$ cat src/rtl/cache_settings.svh
`ifndef CACHE_SETTINGS_SVH
`define CACHE_SETTINGS_SVH

// cache geometry
// all sizes are powers of two

// byte address width of the requester and of the memory port
`define CACHE_ADDR_WIDTH 16

// data word width, a whole number of bytes
`define CACHE_WORD_WIDTH 32

// words per block, also the burst length on the memory port
`define CACHE_BLOCK_WORDS 4

// number of sets
`define CACHE_SETS 16

// number of ways
// the replacement logic keeps one lru bit per set, so this stays at 2
`define CACHE_WAYS 2

`endif
$ cat src/rtl/cache_pkg.sv
`default_nettype none

`include "cache_settings.svh"

package cache_pkg;

  // address split, msb to lsb: tag | index | word offset | byte offset
  localparam int byte_off_w = $clog2(`CACHE_WORD_WIDTH / 8);
  localparam int word_off_w = $clog2(`CACHE_BLOCK_WORDS);
  localparam int index_w    = $clog2(`CACHE_SETS);
  localparam int tag_w      = `CACHE_ADDR_WIDTH - index_w - word_off_w - byte_off_w;
  localparam int way_w      = $clog2(`CACHE_WAYS);

  typedef logic [`CACHE_WORD_WIDTH-1:0]   cache_word_t;
  typedef logic [`CACHE_WORD_WIDTH/8-1:0] cache_mask_t;
  typedef logic [`CACHE_ADDR_WIDTH-1:0]   cache_addr_t;
  typedef logic [index_w-1:0]             cache_index_t;
  typedef logic [tag_w-1:0]               cache_tag_t;
  typedef logic [way_w-1:0]               cache_way_t;
  typedef logic [word_off_w-1:0]          cache_word_off_t;

  typedef enum logic [1:0] {
    op_load  = 2'd0,
    op_store = 2'd1,
    op_tagst = 2'd2
  } cache_op_e;

  typedef struct packed {
    logic       valid;
    cache_tag_t tag;
  } cache_tag_entry_t;

  // tag store view of the request data word
  typedef struct packed {
    logic                                               valid;
    cache_way_t                                         way;
    logic [`CACHE_WORD_WIDTH-1-way_w-tag_w-1:0]         pad;
    cache_tag_t                                         tag;
  } cache_tagst_t;

  typedef union packed {
    cache_word_t  data;
    cache_tagst_t tagst;
  } cache_payload_u;

  typedef struct packed {
    cache_op_e      op;
    cache_addr_t    addr;
    cache_payload_u payload;
    cache_mask_t    mask;
  } cache_req_t;

  // block-aligned command on the memory port
  typedef struct packed {
    logic        write;
    cache_addr_t addr;
  } mem_pkt_t;

  typedef enum logic [2:0] {
    st_idle,
    st_lookup,
    st_evict_req,
    st_evict_data,
    st_fill_req,
    st_fill_data,
    st_replay
  } cache_state_e;

endpackage

`default_nettype wire

$ cat src/rtl/cache_miss_fsm.sv
`timescale 1ns/1ps
`default_nettype none

module cache_miss_fsm (
  input  logic                   clk_i,
  input  logic                   reset_i,
  input  logic                   req_v_i,
  output logic                   req_ready_o,
  input  cache_pkg::cache_op_e   op_i,
  input  cache_pkg::cache_addr_t addr_i,
  input  logic                   hit_i,
  input  logic                   victim_dirty_i,
  input  cache_pkg::cache_tag_t  victim_tag_i,
  input  logic                   word_last_i,
  output logic                   mem_pkt_v_o,
  output cache_pkg::mem_pkt_t    mem_pkt_o,
  input  logic                   mem_pkt_yumi_i,
  output logic                   mem_wdata_v_o,
  input  logic                   mem_wdata_yumi_i,
  input  logic                   mem_rdata_v_i,
  output logic                   cnt_clear_o,
  output logic                   cnt_inc_o,
  output logic                   fill_we_o,
  output logic                   store_we_o,
  output logic                   tag_we_o,
  output logic                   fill_tag_we_o,
  output logic                   dirty_set_o,
  output logic                   lru_touch_o,
  output logic                   resp_v_o
);
  import cache_pkg::*;

  localparam int blk_off_w = word_off_w + byte_off_w;

  cache_state_e state_q;
  cache_state_e state_n;
  cache_index_t req_index;
  cache_addr_t  evict_addr;
  cache_addr_t  fill_addr;

  assign req_index  = addr_i[blk_off_w +: index_w];
  assign evict_addr = {victim_tag_i, req_index, {blk_off_w{1'b0}}};
  assign fill_addr  = {addr_i[$bits(cache_addr_t)-1 -: tag_w + index_w], {blk_off_w{1'b0}}};

  // only the write-back command carries the write flag
  assign mem_pkt_o.write = (state_q == st_evict_req);
  assign mem_pkt_o.addr  = (state_q == st_evict_req) ? evict_addr : fill_addr;

  always_comb begin
    state_n       = state_q;
    req_ready_o   = 1'b0;
    resp_v_o      = 1'b0;
    mem_pkt_v_o   = 1'b0;
    mem_wdata_v_o = 1'b0;
    cnt_clear_o   = 1'b0;
    cnt_inc_o     = 1'b0;
    fill_we_o     = 1'b0;
    store_we_o    = 1'b0;
    tag_we_o      = 1'b0;
    fill_tag_we_o = 1'b0;
    dirty_set_o   = 1'b0;
    lru_touch_o   = 1'b0;
    case (state_q)
      st_idle: begin
        req_ready_o = 1'b1;
        if (req_v_i) begin
          state_n = st_lookup;
        end
      end
      st_lookup: begin
        if (op_i == op_tagst) begin
          tag_we_o = 1'b1;
          resp_v_o = 1'b1;
          state_n  = st_idle;
        end else if (hit_i) begin
          resp_v_o    = 1'b1;
          lru_touch_o = 1'b1;
          store_we_o  = (op_i == op_store);
          dirty_set_o = (op_i == op_store);
          state_n     = st_idle;
        end else begin
          state_n = victim_dirty_i ? st_evict_req : st_fill_req;
        end
      end
      st_evict_req: begin
        mem_pkt_v_o = 1'b1;
        if (mem_pkt_yumi_i) begin
          cnt_clear_o = 1'b1;
          state_n     = st_evict_data;
        end
      end
      st_evict_data: begin
        mem_wdata_v_o = 1'b1;
        if (mem_wdata_yumi_i) begin
          cnt_inc_o = 1'b1;
          if (word_last_i) begin
            state_n = st_fill_req;
          end
        end
      end
      st_fill_req: begin
        mem_pkt_v_o = 1'b1;
        if (mem_pkt_yumi_i) begin
          cnt_clear_o = 1'b1;
          state_n     = st_fill_data;
        end
      end
      st_fill_data: begin
        if (mem_rdata_v_i) begin
          fill_we_o = 1'b1;
          cnt_inc_o = 1'b1;
          if (word_last_i) begin
            state_n = st_replay;
          end
        end
      end
      // block is complete, install the tag and retry the access
      st_replay: begin
        fill_tag_we_o = 1'b1;
        state_n       = st_lookup;
      end
      default: begin
        state_n = st_idle;
      end
    endcase
  end

  always_ff @(posedge clk_i) begin
    if (reset_i) begin
      state_q <= st_idle;
    end else begin
      state_q <= state_n;
    end
  end

  // lookup needs a known request with a legal opcode in the request register
  a_lookup_has_req: assert property (@(posedge clk_i) disable iff (reset_i)
    (state_q == st_lookup) |->
      (!$isunknown(addr_i) && (op_i inside {op_load, op_store, op_tagst})))
    else $error("miss fsm: lookup entered without a registered request");

endmodule

`default_nettype wire

$ cat config.mk
export PLATFORM = sky130hd
export DESIGN_NAME = cache_miss_fsm
export DESIGN_NICKNAME = d
export VERILOG_FILES = /design/src/rtl/cache_pkg.sv /design/src/rtl/cache_miss_fsm.sv
export VERILOG_INCLUDE_DIRS = /design/src /design/src/rtl
export SDC_FILE = /design/constraint.sdc
export NUM_CORES = 1
export LEC_CHECK = 0
export BUFFER_PORTS_ARGS = -buffer_cell sky130_fd_sc_hd__buf_2
export CORE_MARGIN = 8
export CORE_UTILIZATION = 35
export CTS_BUF_LIST = sky130_fd_sc_hd__clkbuf_8
export CTS_CLUSTER_SIZE = 16
export DETAILED_ROUTE_END_ITERATION = 10
export HOLD_SLACK_MARGIN = 0.03
export PLACE_DENSITY = 0.8
export SLEW_MARGIN = 20
export SYNTH_ARGS = -nofsm -noshare
export SYNTH_HDL_FRONTEND = slang
export SYNTH_SLANG_ARGS = --single-unit
$ cat constraint.sdc
create_clock -name clk_i -period 1.6 [get_ports clk_i]
set_input_delay 0.32 -clock clk_i [delete_from_list [all_inputs] [get_ports clk_i]]
set_output_delay 0.32 -clock clk_i [all_outputs]
set_load 0.02 [all_outputs]
==> impl_metrics.env <==
export IMPL_run_status="finished, violations left"
export IMPL_failed_checks="negative setup slack"
export IMPL_finalCriticalPeriod_ns=1.63
export IMPL_flow_area_growth_from_synthesis_pct=77.3
export IMPL_wl_per_cell_microns=16.8
export IMPL_core_sq_um=1520
export IMPL_cp_required_ns=1.28
export IMPL_remaining_drc_errors=0
export IMPL_critPathBufInv=2
export IMPL_tritoncts_num_buffers=3
export IMPL_die_width_microns=56.6
export IMPL_detail_route_wirelength_mm=2.22
export IMPL_initial_core_utilization_pct=37.9
export IMPL_nets=152
export IMPL_n_antenna_cell=0
export IMPL_regToRegSetupSlack_ns=0.10
export IMPL_routed_via_density=4.98
export IMPL_critPathCapture="mem_pkt_o[9]"
export IMPL_synth_seq_cells=3
export IMPL_synthDominantAreaCellType="sky130_fd_sc_hd__mux2_1"
export IMPL_crit_path_start_kind="flip-flop"
export IMPL_post_synth_cell_area_avg_sq_um=9.03
export IMPL_grt_pass1_vias=711
export IMPL_critical_path_top_delay_family="flip-flops"
export IMPL_final_weighted_congestion_of_routability_driven_global_placement=0.818
export IMPL_critPathArrivalTime_ns=1.31
export IMPL_dp_hpwl_mm=1.54
export IMPL_drt_iter0_drc=12
export IMPL_post_synth_inst_count=64
export IMPL_finalSetupViolCount=7
export IMPL_most_frequent_cells_in_the_layout="sky130_fd_sc_hd__buf_2, sky130_fd_sc_hd__buf_6, sky130_fd_sc_hd__mux2_4, sky130_fd_sc_hd__buf_4, sky130_fd_sc_hd__conb_1"
export IMPL_h_tree_depth=1
export IMPL_die_h_microns=56.6
export IMPL_cpPeakStageDelay_ns=0.32
export IMPL_timing_max_transition_violations_final=0
export IMPL_crit_slowest_cell="sky130_fd_sc_hd__dfxtp_2"
export IMPL_fin_total_pwr_uw=1790
export IMPL_grt_setup_unrepaired="yes"
export IMPL_clock_sinks=3
export IMPL_ioPinCount=64
export IMPL_flip_flop_count_of_the_largest_register_after_layout=3
export IMPL_cts_tree="done"
export IMPL_antenna_violations_before_repair=0
export IMPL_layout_drive_gt1_share_pct=76.7
export IMPL_final_common_cell="sky130_fd_sc_hd__buf_2"
export IMPL_synth_area_top_cells="sky130_fd_sc_hd__mux2_1, sky130_fd_sc_hd__buf_4, sky130_fd_sc_hd__dfxtp_1"
export IMPL_maximum_number_of_pins_on_one_net_before_global_route_repair=9
export IMPL_clk_pin_slew_ns=0.03
export IMPL_worst_r2r_startpoint="state_q[0]$_SDFFE_PP0P_"
export IMPL_post_synth_num_cell_types=32
export IMPL_drtAntennaViolNets=0
export IMPL_timing_hold_violations_final=0
export IMPL_drt_pre_antenna_iters=4
export IMPL_total_instance_count_after_detailed_placement=122
export IMPL_grt_resource_usage_total_pct=13.8
export IMPL_worst_path_max_fanout=5
export IMPL_cts_path_max_buffers=2
export IMPL_critical_path_reg2reg_endpoint="state_q[2]$_SDFFE_PP0P_"
export IMPL_crit_path_launch="state_q[2]$_SDFFE_PP0P_"
export IMPL_die_area_sq_um=3210
export IMPL_finish_instance_area_sq_um=1020
export IMPL_ff2ff_path_depth=6
export IMPL_period_share_pct=102
export IMPL_crit_chain="inv_2 > and3_4 > mux2_4 > buf_6"
export IMPL_num_rows=14
export IMPL_regMostFlops="state_q"
export IMPL_p_leak_uw=0.000528
export IMPL_worstSkewPairLatency_ns=0.22
export IMPL_max_vdd_ir_drop_v=0.00107
export IMPL_cts_root_buffer="sky130_fd_sc_hd__clkbuf_8"
export IMPL_synth_warnings=0
export IMPL_power_density_nw_per_um2=1750
export IMPL_drv_max_cap_violation_count=0
export IMPL_final_instance_count_excl_fill=132
export IMPL_grt_pass1_wl_mm=3.53
export IMPL_seqCellArea_sq_um=66.3
export IMPL_ys_seq_area_share_pct=10.4
export IMPL_port_buffer_count=47
export IMPL_placed_area_sq_um=793
export IMPL_timing_hold_worst_class="primary input to flip-flop"
export IMPL_fillCellCount=109
export IMPL_synth_top_area_share_pct=15.6
export IMPL_multi_input_gate_area_sq_um=485
export IMPL_path_depth=4
export IMPL_setup_ws_ns=-0.0321
export IMPL_post_synthesis_cell_area_sq_um=578
export IMPL_vias=658
export IMPL_globalRoute_totalOverflow=0
export IMPL_worst_setup_path_end_kind="primary output"
export IMPL_timing_worst_setup_path_type="flip-flop to primary output"
export IMPL_skew_ns=0.00610
export IMPL_largestRegisters="state_q: 3 flops"
export IMPL_max_clock_freq_mhz=613
[layer usage]
layer	wire length (microns)	up-vias	track usage (%)
met2	1250	23	26.0
met4	41	0	5.84
met5	0	-	0
li1	-	319	-
met1	807	309	13.6
met3	122	7	3.60
[worst register-to-register path, delay by kind of cell, from the launching register on]
kind	cells	cell delay, ns
compound gates	3	0.49
flops	1	0.33
mux	1	0.32
buf+inv	2	0.25
[through the flow]
step	utilization (%)	setup WS [ns]	setup TNS (ns)	hold slack, ns
after floorplan	-	0.00922	0	0.392
after global placement	52.1	0.0102	0	0.528
after detailed placement	52.1	-0.0261	-0.0468	0.530
after CTS	65.8	-0.0253	-0.123	0.291
after global routing	67.2	-0.0624	-0.456	0.302
final	67.2	-0.0321	-0.143	0.287
[cell families after synthesis]
| group | share of synthesized area, % |
|---|---|
| compound gates | 20.6 |
| xor+xnor | 4.76 |
| buf+inv | 20.8 |
| flops | 10.4 |
| mux | 18.2 |
| other cells | 0.649 |
| simple gates | 24.7 |
[where the power goes]
group          switching (uW)  internal [uW]  leakage, uW
clock network            55.8            164    0.0000269
registers                34.5            117    0.0000261
logic                     689            731     0.000475
total                     779           1010     0.000528
[what timing repair did]
item,in CTS,in global routing
pin swaps,5,5
hold endpoints to repair,0,0
cloned,1,0
hold buffers,0,0
setup buffers,4,1
endpoints found under the setup margin,12,13
resized for setup,40,5
[worst min-delay path by stage]
stage               startpoint                       to  slack (ns)  cells after the start
floorplan              reset_i  state_q[1]$_SDFFE_PP0P_        0.39                      1
global placement       reset_i  state_q[1]$_SDFFE_PP0P_        0.53                      2
detailed placement     reset_i  state_q[1]$_SDFFE_PP0P_        0.53                      2
CTS                    reset_i  state_q[1]$_SDFFE_PP0P_        0.29                      2
global route           reset_i  state_q[1]$_SDFFE_PP0P_        0.30                      2
finish                 reset_i  state_q[1]$_SDFFE_PP0P_        0.29                      2
[area by class of cell]
cell class	count	area share, %
Clock buffer	3	4.03
Clock inverter	1	0.366
Inverter	4	1.47
Multi-Input combinational cell	48	47.4
Sequential cell	3	6.47
Tap cell	16	1.95
Timing Repair Buffer	57	38.3
[cell usage after synthesis]
master / n
sky130_fd_sc_hd__buf_4: 11
sky130_fd_sc_hd__mux2_1: 8
sky130_fd_sc_hd__nand2b_4: 1
sky130_fd_sc_hd__nor3b_1: 3
sky130_fd_sc_hd__and3_4: 1
sky130_fd_sc_hd__inv_1: 3
sky130_fd_sc_hd__a311oi_1: 1
sky130_fd_sc_hd__inv_2: 1
sky130_fd_sc_hd__nor2_1: 5
sky130_fd_sc_hd__nor4_1: 1
sky130_fd_sc_hd__a21oi_1: 1
sky130_fd_sc_hd__conb_1: 1
sky130_fd_sc_hd__o311a_1: 1
sky130_fd_sc_hd__nor4b_2: 1
sky130_fd_sc_hd__nor3_2: 1
sky130_fd_sc_hd__and2_1: 2
sky130_fd_sc_hd__dfxtp_1: 3
sky130_fd_sc_hd__a2bb2oi_4: 1
sky130_fd_sc_hd__and3_1: 2
sky130_fd_sc_hd__a211oi_2: 1
sky130_fd_sc_hd__a21oi_2: 1
sky130_fd_sc_hd__a211oi_1: 1
sky130_fd_sc_hd__xnor2_4: 1
sky130_fd_sc_hd__o21ai_2: 1
sky130_fd_sc_hd__a31o_1: 1
sky130_fd_sc_hd__nor2b_1: 1
sky130_fd_sc_hd__o21a_1: 2
sky130_fd_sc_hd__buf_6: 2
sky130_fd_sc_hd__mux2_4: 1
sky130_fd_sc_hd__a21o_1: 1
sky130_fd_sc_hd__nand2b_1: 1
sky130_fd_sc_hd__nand2_1: 2
No activity file was read; power rests on OpenSTA's default activity.
