**config.mk**
```make
export PLATFORM = sky130hd
export DESIGN_NAME = cache_tag_store
export DESIGN_NICKNAME = d
export VERILOG_FILES = /design/src/rtl/cache_pkg.sv /design/src/rtl/cache_tag_store.sv
export VERILOG_INCLUDE_DIRS = /design/src /design/src/rtl
export SDC_FILE = /design/constraint.sdc
export NUM_CORES = 1
export LEC_CHECK = 0
export BUFFER_PORTS_ARGS = -buffer_cell sky130_fd_sc_hd__buf_4
export CAP_MARGIN = 20
export CORE_MARGIN = 1
export CORE_UTILIZATION = 35
export DETAILED_ROUTE_END_ITERATION = 10
export HOLD_SLACK_MARGIN = 0.05
export PLACE_DENSITY_LB_ADDON = 0.3
export SKIP_LAST_GASP = 1
export SYNTH_ARGS = -nofsm -noshare
export SYNTH_HDL_FRONTEND = slang
export SYNTH_SLANG_ARGS = --single-unit
```
**constraint.sdc**
```tcl
create_clock -name clk_i -period 3.75 [get_ports clk_i]
set_input_delay 0 -clock clk_i [delete_from_list [all_inputs] [get_ports clk_i]]
set_output_delay 0 -clock clk_i [all_outputs]
set_load 0.03 [all_outputs]
```
**src/rtl/cache_settings.svh**
```systemverilog
`ifndef CACHE_SETTINGS_SVH
`define CACHE_SETTINGS_SVH

// cache geometry
// all sizes are powers of two

// byte address width of the requester and of the memory port
`define CACHE_ADDR_WIDTH 16

// data word width, a whole number of bytes
`define CACHE_WORD_WIDTH 32

// words per block, also the burst length on the memory port
`define CACHE_BLOCK_WORDS 4

// number of sets
`define CACHE_SETS 16

// number of ways
// the replacement logic keeps one lru bit per set, so this stays at 2
`define CACHE_WAYS 2

`endif
```
**src/rtl/cache_pkg.sv**
```systemverilog
`default_nettype none

`include "cache_settings.svh"

package cache_pkg;

  // address split, msb to lsb: tag | index | word offset | byte offset
  localparam int byte_off_w = $clog2(`CACHE_WORD_WIDTH / 8);
  localparam int word_off_w = $clog2(`CACHE_BLOCK_WORDS);
  localparam int index_w    = $clog2(`CACHE_SETS);
  localparam int tag_w      = `CACHE_ADDR_WIDTH - index_w - word_off_w - byte_off_w;
  localparam int way_w      = $clog2(`CACHE_WAYS);

  typedef logic [`CACHE_WORD_WIDTH-1:0]   cache_word_t;
  typedef logic [`CACHE_WORD_WIDTH/8-1:0] cache_mask_t;
  typedef logic [`CACHE_ADDR_WIDTH-1:0]   cache_addr_t;
  typedef logic [index_w-1:0]             cache_index_t;
  typedef logic [tag_w-1:0]               cache_tag_t;
  typedef logic [way_w-1:0]               cache_way_t;
  typedef logic [word_off_w-1:0]          cache_word_off_t;

  typedef enum logic [1:0] {
    op_load  = 2'd0,
    op_store = 2'd1,
    op_tagst = 2'd2
  } cache_op_e;

  typedef struct packed {
    logic       valid;
    cache_tag_t tag;
  } cache_tag_entry_t;

  // tag store view of the request data word
  typedef struct packed {
    logic                                               valid;
    cache_way_t                                         way;
    logic [`CACHE_WORD_WIDTH-1-way_w-tag_w-1:0]         pad;
    cache_tag_t                                         tag;
  } cache_tagst_t;

  typedef union packed {
    cache_word_t  data;
    cache_tagst_t tagst;
  } cache_payload_u;

  typedef struct packed {
    cache_op_e      op;
    cache_addr_t    addr;
    cache_payload_u payload;
    cache_mask_t    mask;
  } cache_req_t;

  // block-aligned command on the memory port
  typedef struct packed {
    logic        write;
    cache_addr_t addr;
  } mem_pkt_t;

  typedef enum logic [2:0] {
    st_idle,
    st_lookup,
    st_evict_req,
    st_evict_data,
    st_fill_req,
    st_fill_data,
    st_replay
  } cache_state_e;

endpackage

`default_nettype wire

```
**src/rtl/cache_tag_store.sv**
```systemverilog
`timescale 1ns/1ps
`default_nettype none

`include "cache_settings.svh"

module cache_tag_store (
  input  logic                        clk_i,
  input  logic                        reset_i,
  input  cache_pkg::cache_index_t     index_i,
  input  cache_pkg::cache_tag_t       tag_i,
  input  logic                        tag_we_i,
  input  cache_pkg::cache_tag_entry_t tagst_entry_i,
  input  cache_pkg::cache_way_t       tagst_way_i,
  input  logic                        fill_tag_we_i,
  input  logic                        dirty_set_i,
  input  logic                        lru_touch_i,
  output logic                        hit_o,
  output cache_pkg::cache_way_t       hit_way_o,
  output cache_pkg::cache_way_t       victim_way_o,
  output cache_pkg::cache_tag_t       victim_tag_o,
  output logic                        victim_dirty_o
);
  import cache_pkg::*;

  logic [`CACHE_WAYS-1:0] valid_q [`CACHE_SETS];
  logic [`CACHE_WAYS-1:0] dirty_q [`CACHE_SETS];
  cache_way_t             lru_q   [`CACHE_SETS];
  cache_tag_t             tag_q   [`CACHE_SETS][`CACHE_WAYS];

  logic [`CACHE_WAYS-1:0] hit_vec;
  logic [`CACHE_WAYS-1:0] set_valid;
  logic [`CACHE_WAYS-1:0] set_dirty;

  assign set_valid = valid_q[index_i];
  assign set_dirty = dirty_q[index_i];

  always_comb begin
    for (int w = 0; w < `CACHE_WAYS; w++) begin
      hit_vec[w] = set_valid[w] && (tag_q[index_i][w] == tag_i);
    end
  end

  assign hit_o     = |hit_vec;
  assign hit_way_o = hit_vec[1];

  // empty way first, lowest way wins, lru way when the set is full
  always_comb begin
    if (!set_valid[0]) begin
      victim_way_o = 1'b0;
    end else if (!set_valid[1]) begin
      victim_way_o = 1'b1;
    end else begin
      victim_way_o = lru_q[index_i];
    end
  end

  assign victim_tag_o   = tag_q[index_i][victim_way_o];
  assign victim_dirty_o = set_dirty[victim_way_o];

  always_ff @(posedge clk_i) begin
    if (reset_i) begin
      for (int s = 0; s < `CACHE_SETS; s++) begin
        valid_q[s] <= '0;
        dirty_q[s] <= '0;
        lru_q[s]   <= '0;
      end
    end else begin
      if (tag_we_i) begin
        valid_q[index_i][tagst_way_i] <= tagst_entry_i.valid;
        dirty_q[index_i][tagst_way_i] <= 1'b0;
      end
      if (fill_tag_we_i) begin
        valid_q[index_i][victim_way_o] <= 1'b1;
        dirty_q[index_i][victim_way_o] <= 1'b0;
      end
      if (dirty_set_i) begin
        dirty_q[index_i][hit_way_o] <= 1'b1;
      end
      // lru bit names the way that was not used last
      if (lru_touch_i) begin
        lru_q[index_i] <= ~hit_way_o;
      end
    end
  end

  always_ff @(posedge clk_i) begin
    if (tag_we_i) begin
      tag_q[index_i][tagst_way_i] <= tagst_entry_i.tag;
    end else if (fill_tag_we_i) begin
      tag_q[index_i][victim_way_o] <= tag_i;
    end
  end

  // fills and tag stores must never leave one tag in both ways of a set
  a_single_hit: assert property (@(posedge clk_i) disable iff (reset_i) $onehot0(hit_vec))
    else $error("tag store: address hits more than one way");

endmodule

`default_nettype wire

```
==> results of run 1 <==
==> per-layer routing <==
metal / share of wire [%] / vias up
met4: 2.5 / 0
li1: - / 3986
met1: 45 / 4662
met3: 6.4 / 54
met5: 0 / -
met2: 46 / 289
==> power breakdown <==
| part | switching, mW | leakage [nW] | internal (mW) |
|---|---|---|---|
| logic | 0.560 | 2.43 | 0.340 |
| clock network | 1.49 | 0.557 | 2.01 |
| registers | 0.0201 | 3.12 | 4.26 |
| total | 2.07 | 6.11 | 6.61 |
==> worst paths after layout <==
kind	endpoint	depth (start not counted)	slack, ns
min	tag_q[8][15]	2	0.07
max	hit_o	9	0.19
max reg2reg	tag_q[10][3]	8	0.62
min reg2reg	dirty_q[2][0]	6	1.53
==> final cells by class <==
type	instances	area (um2)
clock buffers	45	977
well taps	585	732
fillers	3926	25400
flip-flops and latches	336	10100
multi-input cells	572	4770
clock inverters	23	191
inverters	6	22.5
repair buffers	103	850
==> cells by family (layout without fill, tap and decap cells) <==
kind of cell	after synthesis	after routing	share of synthesized area, %
multiplexers	148	148	16.6
XOR/XNOR	15	15	0.861
AO/OA/AOI/OAI	121	121	5.57
flip-flops	336	336	66.1
AND/OR/NAND/NOR	288	288	8.18
buffers and inverters	81	177	2.65
==> state kept, by name (all words and copies together) (netlist names) <==
register  count
dirty_q      32
lru_q        16
tag_q       256
valid_q      32
==> cells in the final DEF (no fill, tap or decap), types with 27 or more instances in the layout <==
cell	n
a21o_1	32
buf_4	89
clkbuf_16	38
edfxtp_1	336
mux2_2	41
mux2i_1	27
mux4_2	80
nand2_1	67
nor2_1	143
nor3_1	27
==> what timing repair did <==
| action | 4_1_cts | 5_1_grt |
|---|---|---|
| endpoints found under the hold margin | 112 | 0 |
| setup buffers | 0 | 0 |
| hold buffers | 9 | 0 |
==> worst max-delay path, cell delays in order, from the launching register on <==
cell	delay, ns
edfxtp_1	0.37
mux2_2	0.27
mux4_2	0.52
mux2i_1	0.39
o211a_1	0.24
o2111ai_1	0.19
nor3_4	0.23
buf_12	0.35
a41o_1	0.25
buf_4	0.20
==> stage by stage <==
step,instances,hold slack [ns],setup slack (ns),util (%)
final,1670,0.0657,0.192,40.9
after floorplan,989,0.351,0.581,-
after global routing,1670,0.0751,0.128,40.9
after global placement,1593,0.472,0.471,38.0
after CTS,1670,0.0512,0.294,40.9
after detailed placement,1593,0.477,0.494,38.0
==> flow_summary.ini, run 1 <==
[status]
status = completed

[timing]
tns_ns = 0
finalSetupViolCount = 0
finClkSkew_ns = 0.0221
worst_pin_slew_ns = 0.821
fin_crit_ns = 3.56
rsz0062_at_grt = false
post-route-period-util_pct = 94.9
fmax_mhz = 281
final_hold_viol_count = 0
drv_slew = 0
slew_headroom_pct = 44.8

[global_route]
grt_use_met3_pct = 3.36
use_met1_pct = 25.6
grt_pass1_vias = 9070
track_usage_pct = 17.7
grt_pass1_wl_mm = 58.1
grt_antenna_before_repair = 1
grt.busiest_layer = met2
grt_max_degree = 83
met2_usage_pct = 27.1
grt.overflow.total = 0

[job]
drv_cap = 0

[worst_hold_path]
hold_class = in -> reg
min-delay-start = tagst_entry_i[7]

[placement]
gp_congestion = 0.872
io_buffers = 39
place_hpwl_mm = 25.8
post_dp_cell_area_um2 = 16400

[logic_synthesis]
ys_ff_latch = 336
synth_ff_type = edfxtp_1
ys_top_cells_by_area = edfxtp_1, mux4_2, nor2_1
syn_inst = 989
yosys.area.top_type_share_pct = 66.1
yosysTopAreaCell = edfxtp_1
synth_fp_nets = 1017
avgSynthCellArea_um2 = 15.4
yosysWarnings = 0
synth.distinct_cells = 49
synth_area_um2 = 15300
synth-edff-count = 336
seq_area_frac_synth_pct = 66.1
yosysMostFrequentCell = edfxtp_1
synthTopCellsByCount = edfxtp_1, nor2_1, mux4_2, nand2_1, mux2_2
synthArstFlopShare_pct = 0

[pwr]
p_leak_nw = 6.11
power_mw = 8.68
ir_drop_mv = 0.299
power.density_nw_per_um2 = 492

[die]
die_h_um = 211
die-area_um2 = 44400
core_area_um2 = 43100
dieWidth_um = 211
start_util_pct = 35.4
io_pins = 40
row_count = 76

[worst_setup_path]
crit_start = tag_q[11][5]
crit_arrival_ns = 3.56
critical_path_class = reg -> out
required_ns = 3.75
timing.rr.start = valid_q[11][1]
worstPathMaxFanout = 82
critPathLaunchType = flop
critPathCaptureType = output pin

[clock_tree]
clk_latency_ns = 0.54
clkSlewWorstSetupHoldPaths_ns = 0.06
cts_buffers = 38
clockRootBuffer = clkbuf_16
cts.htree.levels = 2
ctsResizeCount = 0
cts_tree = built
clock_path_buffers = 3
clock_sinks = 336

[finish]
n_antenna_cell = 0
final_nets = 1085
area_growth_pct = 15.6
final_area_um2 = 17600
drive_above_1_share_pct = 26.8

[drt]
routed_wl_mm = 38.8
ant_nets = 0
viasPerCell = 5.38
drt_iter0_markers = 906
drc = 0
wl_per_cell_um = 23.2
firstDrtPassIters = 5
vias = 8991
Power figures use the tool's default switching activity.
==> inputs of run 2 (changes only) <==
--- a/config.mk
+++ b/config.mk
@@ -8,9 +8,11 @@
 export LEC_CHECK = 0
 export BUFFER_PORTS_ARGS = -buffer_cell sky130_fd_sc_hd__buf_4
 export CAP_MARGIN = 20
+export CORE_ASPECT_RATIO = 1.1
 export CORE_MARGIN = 1
 export CORE_UTILIZATION = 35
 export DETAILED_ROUTE_END_ITERATION = 10
+export GPL_ROUTABILITY_DRIVEN = 0
 export HOLD_SLACK_MARGIN = 0.05
 export PLACE_DENSITY_LB_ADDON = 0.3
 export SKIP_LAST_GASP = 1
==> constraint.sdc (replaced) <==
create_clock -name clk_i -period 4.2 [get_ports clk_i]
set_input_delay 0 -clock clk_i [delete_from_list [all_inputs] [get_ports clk_i]]
set_output_delay 0 -clock clk_i [all_outputs]
set_load 0.03 [all_outputs]
==> run 2 against run 1 <==
Global-route usage fell by 0.31 points. Clock skew fell by 0.0040 ns. Clock power shrank 11%. Die area about the same. Largest cell class unchanged. Cell area shrank 1.3%. Wire length is 1.4% lower. Hold slack worse by 0.014 ns. Non-clock buffer count shrank 20. Combinational power down 13%. Critical path depth increased by 2.
==> flow_summary.ini, run 2 (synthesis results as in run 1) <==
[timing]
fmax_mhz = 291
finClkSkew_ns = 0.0181
finalSetupViolCount = 0
post-route-period-util_pct = 81.9
setup_slack_ns = 0.761
fin_crit_ns = 3.44
tns_ns = 0
worst_pin_slew_ns = 0.974
drv_slew = 0
rsz0062_at_grt = false
slew_headroom_pct = 34.8
final_hold_viol_count = 0

[worst_setup_path]
critPathLaunchType = primary input
path_cells = buf_6 -> buf_4 -> mux2_2 -> mux4_2 -> mux2i_1 -> o211a_1 -> o2111ai_1 -> nor3_4 -> buf_12 -> a41o_1 -> buf_4
crit_top_cell = buf_4
critical_path_class = in -> out
r2r_cells = 10
path_buf_inv = 4
crit_arrival_ns = 3.44
critPathCaptureType = output pin
critical_path_depth = 11
required_ns = 4.20
path_delay_family = buffers and inverters
worstPathMaxFanout = 82
slowest_stage = buf_4
max_stage_delay_ns = 0.54

[global_route]
grt_max_degree = 83
grt.overflow.total = 0
grt_pass1_wl_mm = 57.9
track_usage_pct = 17.4
grt_antenna_before_repair = 0
grt_pass1_vias = 9062

[drt]
wl_per_cell_um = 23.5
ant_nets = 0
firstDrtPassIters = 7
vias = 8906
drc = 0
routed_wl_mm = 38.3
viasPerCell = 5.47
drt_iter0_markers = 816

[clock_tree]
clk_latency_ns = 0.54
ctsResizeCount = 0
cts_buffers = 36
clkSlewWorstSetupHoldPaths_ns = 0.06
cts.htree.levels = 2
cts_tree = built
clockRootBuffer = clkbuf_16
clock_sinks = 336
clock_path_buffers = 3

[die]
io_pins = 40
die_h_um = 221
row_count = 79
start_util_pct = 35.8
dieWidth_um = 201
die-area_um2 = 44400
core_area_um2 = 42600

[placement]
dp_slack_ns = 0.681
place_hpwl_mm = 25.7
io_buffers = 39

[status]
status = completed

[pwr]
power.density_nw_per_um2 = 444
p_leak_nw = 5.99
ir_drop_mv = 0.242

[finish]
final_nets = 1063
multi_input_area_um2 = 4770
seq_area_um2 = 10100
largestRegisters = tag_q (256), dirty_q (32), valid_q (32)
n_antenna_cell = 0
final_common_cell = edfxtp_1
largest_register = tag_q
area_growth_pct = 14.1
layout_common_cells = edfxtp_1, nor2_1, mux4_2
drive_above_1_share_pct = 25.4
largest_register_ffs = 256
fill_cells = 3873

[worst_hold_path]
min_path_cells = 2
hold_class = in -> reg

[job]
drv_cap = 0
## run 2: cell count changes in the layout (fill, tap and decap cells not counted), sizes merged
| cell | before | now |
|---|---|---|
| dlygate4sd3 | 9 | 6 |
| inv | 7 | 8 |
| bufinv | 2 | 4 |
| buf | 94 | 77 |
| clkinvlp | 4 | 1 |
| clkbuf | 45 | 48 |
| clkinv | 16 | 9 |
## run 2: cell type report
class	count	area share (%)
sequential	336	58.0
multi-input combinational	572	27.4
clock buffer	48	5.43
tap	567	4.08
timing repair buffer	83	3.78
clock inverter	16	1.19
inverter	6	0.129
## run 2: final timing paths
path                    start            end  slack [ns]
max                index_i[0]          hit_o        0.76
min          tagst_entry_i[3]   tag_q[1][11]        0.05
max reg2reg    valid_q[10][1]   tag_q[12][4]        0.92
min reg2reg      tag_q[15][3]  dirty_q[9][0]        1.48
## run 2: timing repair
action,CTS,global route
endpoints found under the hold margin,112,0
buffers inserted,0,0
hold buffers,6,0
## run 2: routing by layer
layer  up-vias  wire [um]  GRT usage, %
li1       3936          -             -
met1      4571      16100          23.1
met2       323      18600          28.8
met3        76       2380          2.77
met4         0       1180          6.28
met5         -          0             0
## run 2: where the power goes
group	total, mW	switching (mW)	leakage (nW)	internal [mW]
Sequential	3.82	0.0177	3.12	3.80
Combinational	0.786	0.492	2.32	0.294
Clock	3.12	1.28	0.555	1.84
Total	7.73	1.79	5.99	5.94
## run 2: metrics by stage
step	util, %	total power [mW]	cells	hold WS (ns)	instance area, um2
2_1_floorplan	-	4.40	989	0.351	15300
3_3_place_gp	38.0	4.67	1557	0.479	16200
3_5_place_dp	38.0	4.68	1557	0.487	16200
4_1_cts	40.8	7.82	1627	0.0551	17400
5_1_grt	40.9	7.99	1628	0.0794	17400
6_report	40.9	7.73	1628	0.0518	17400
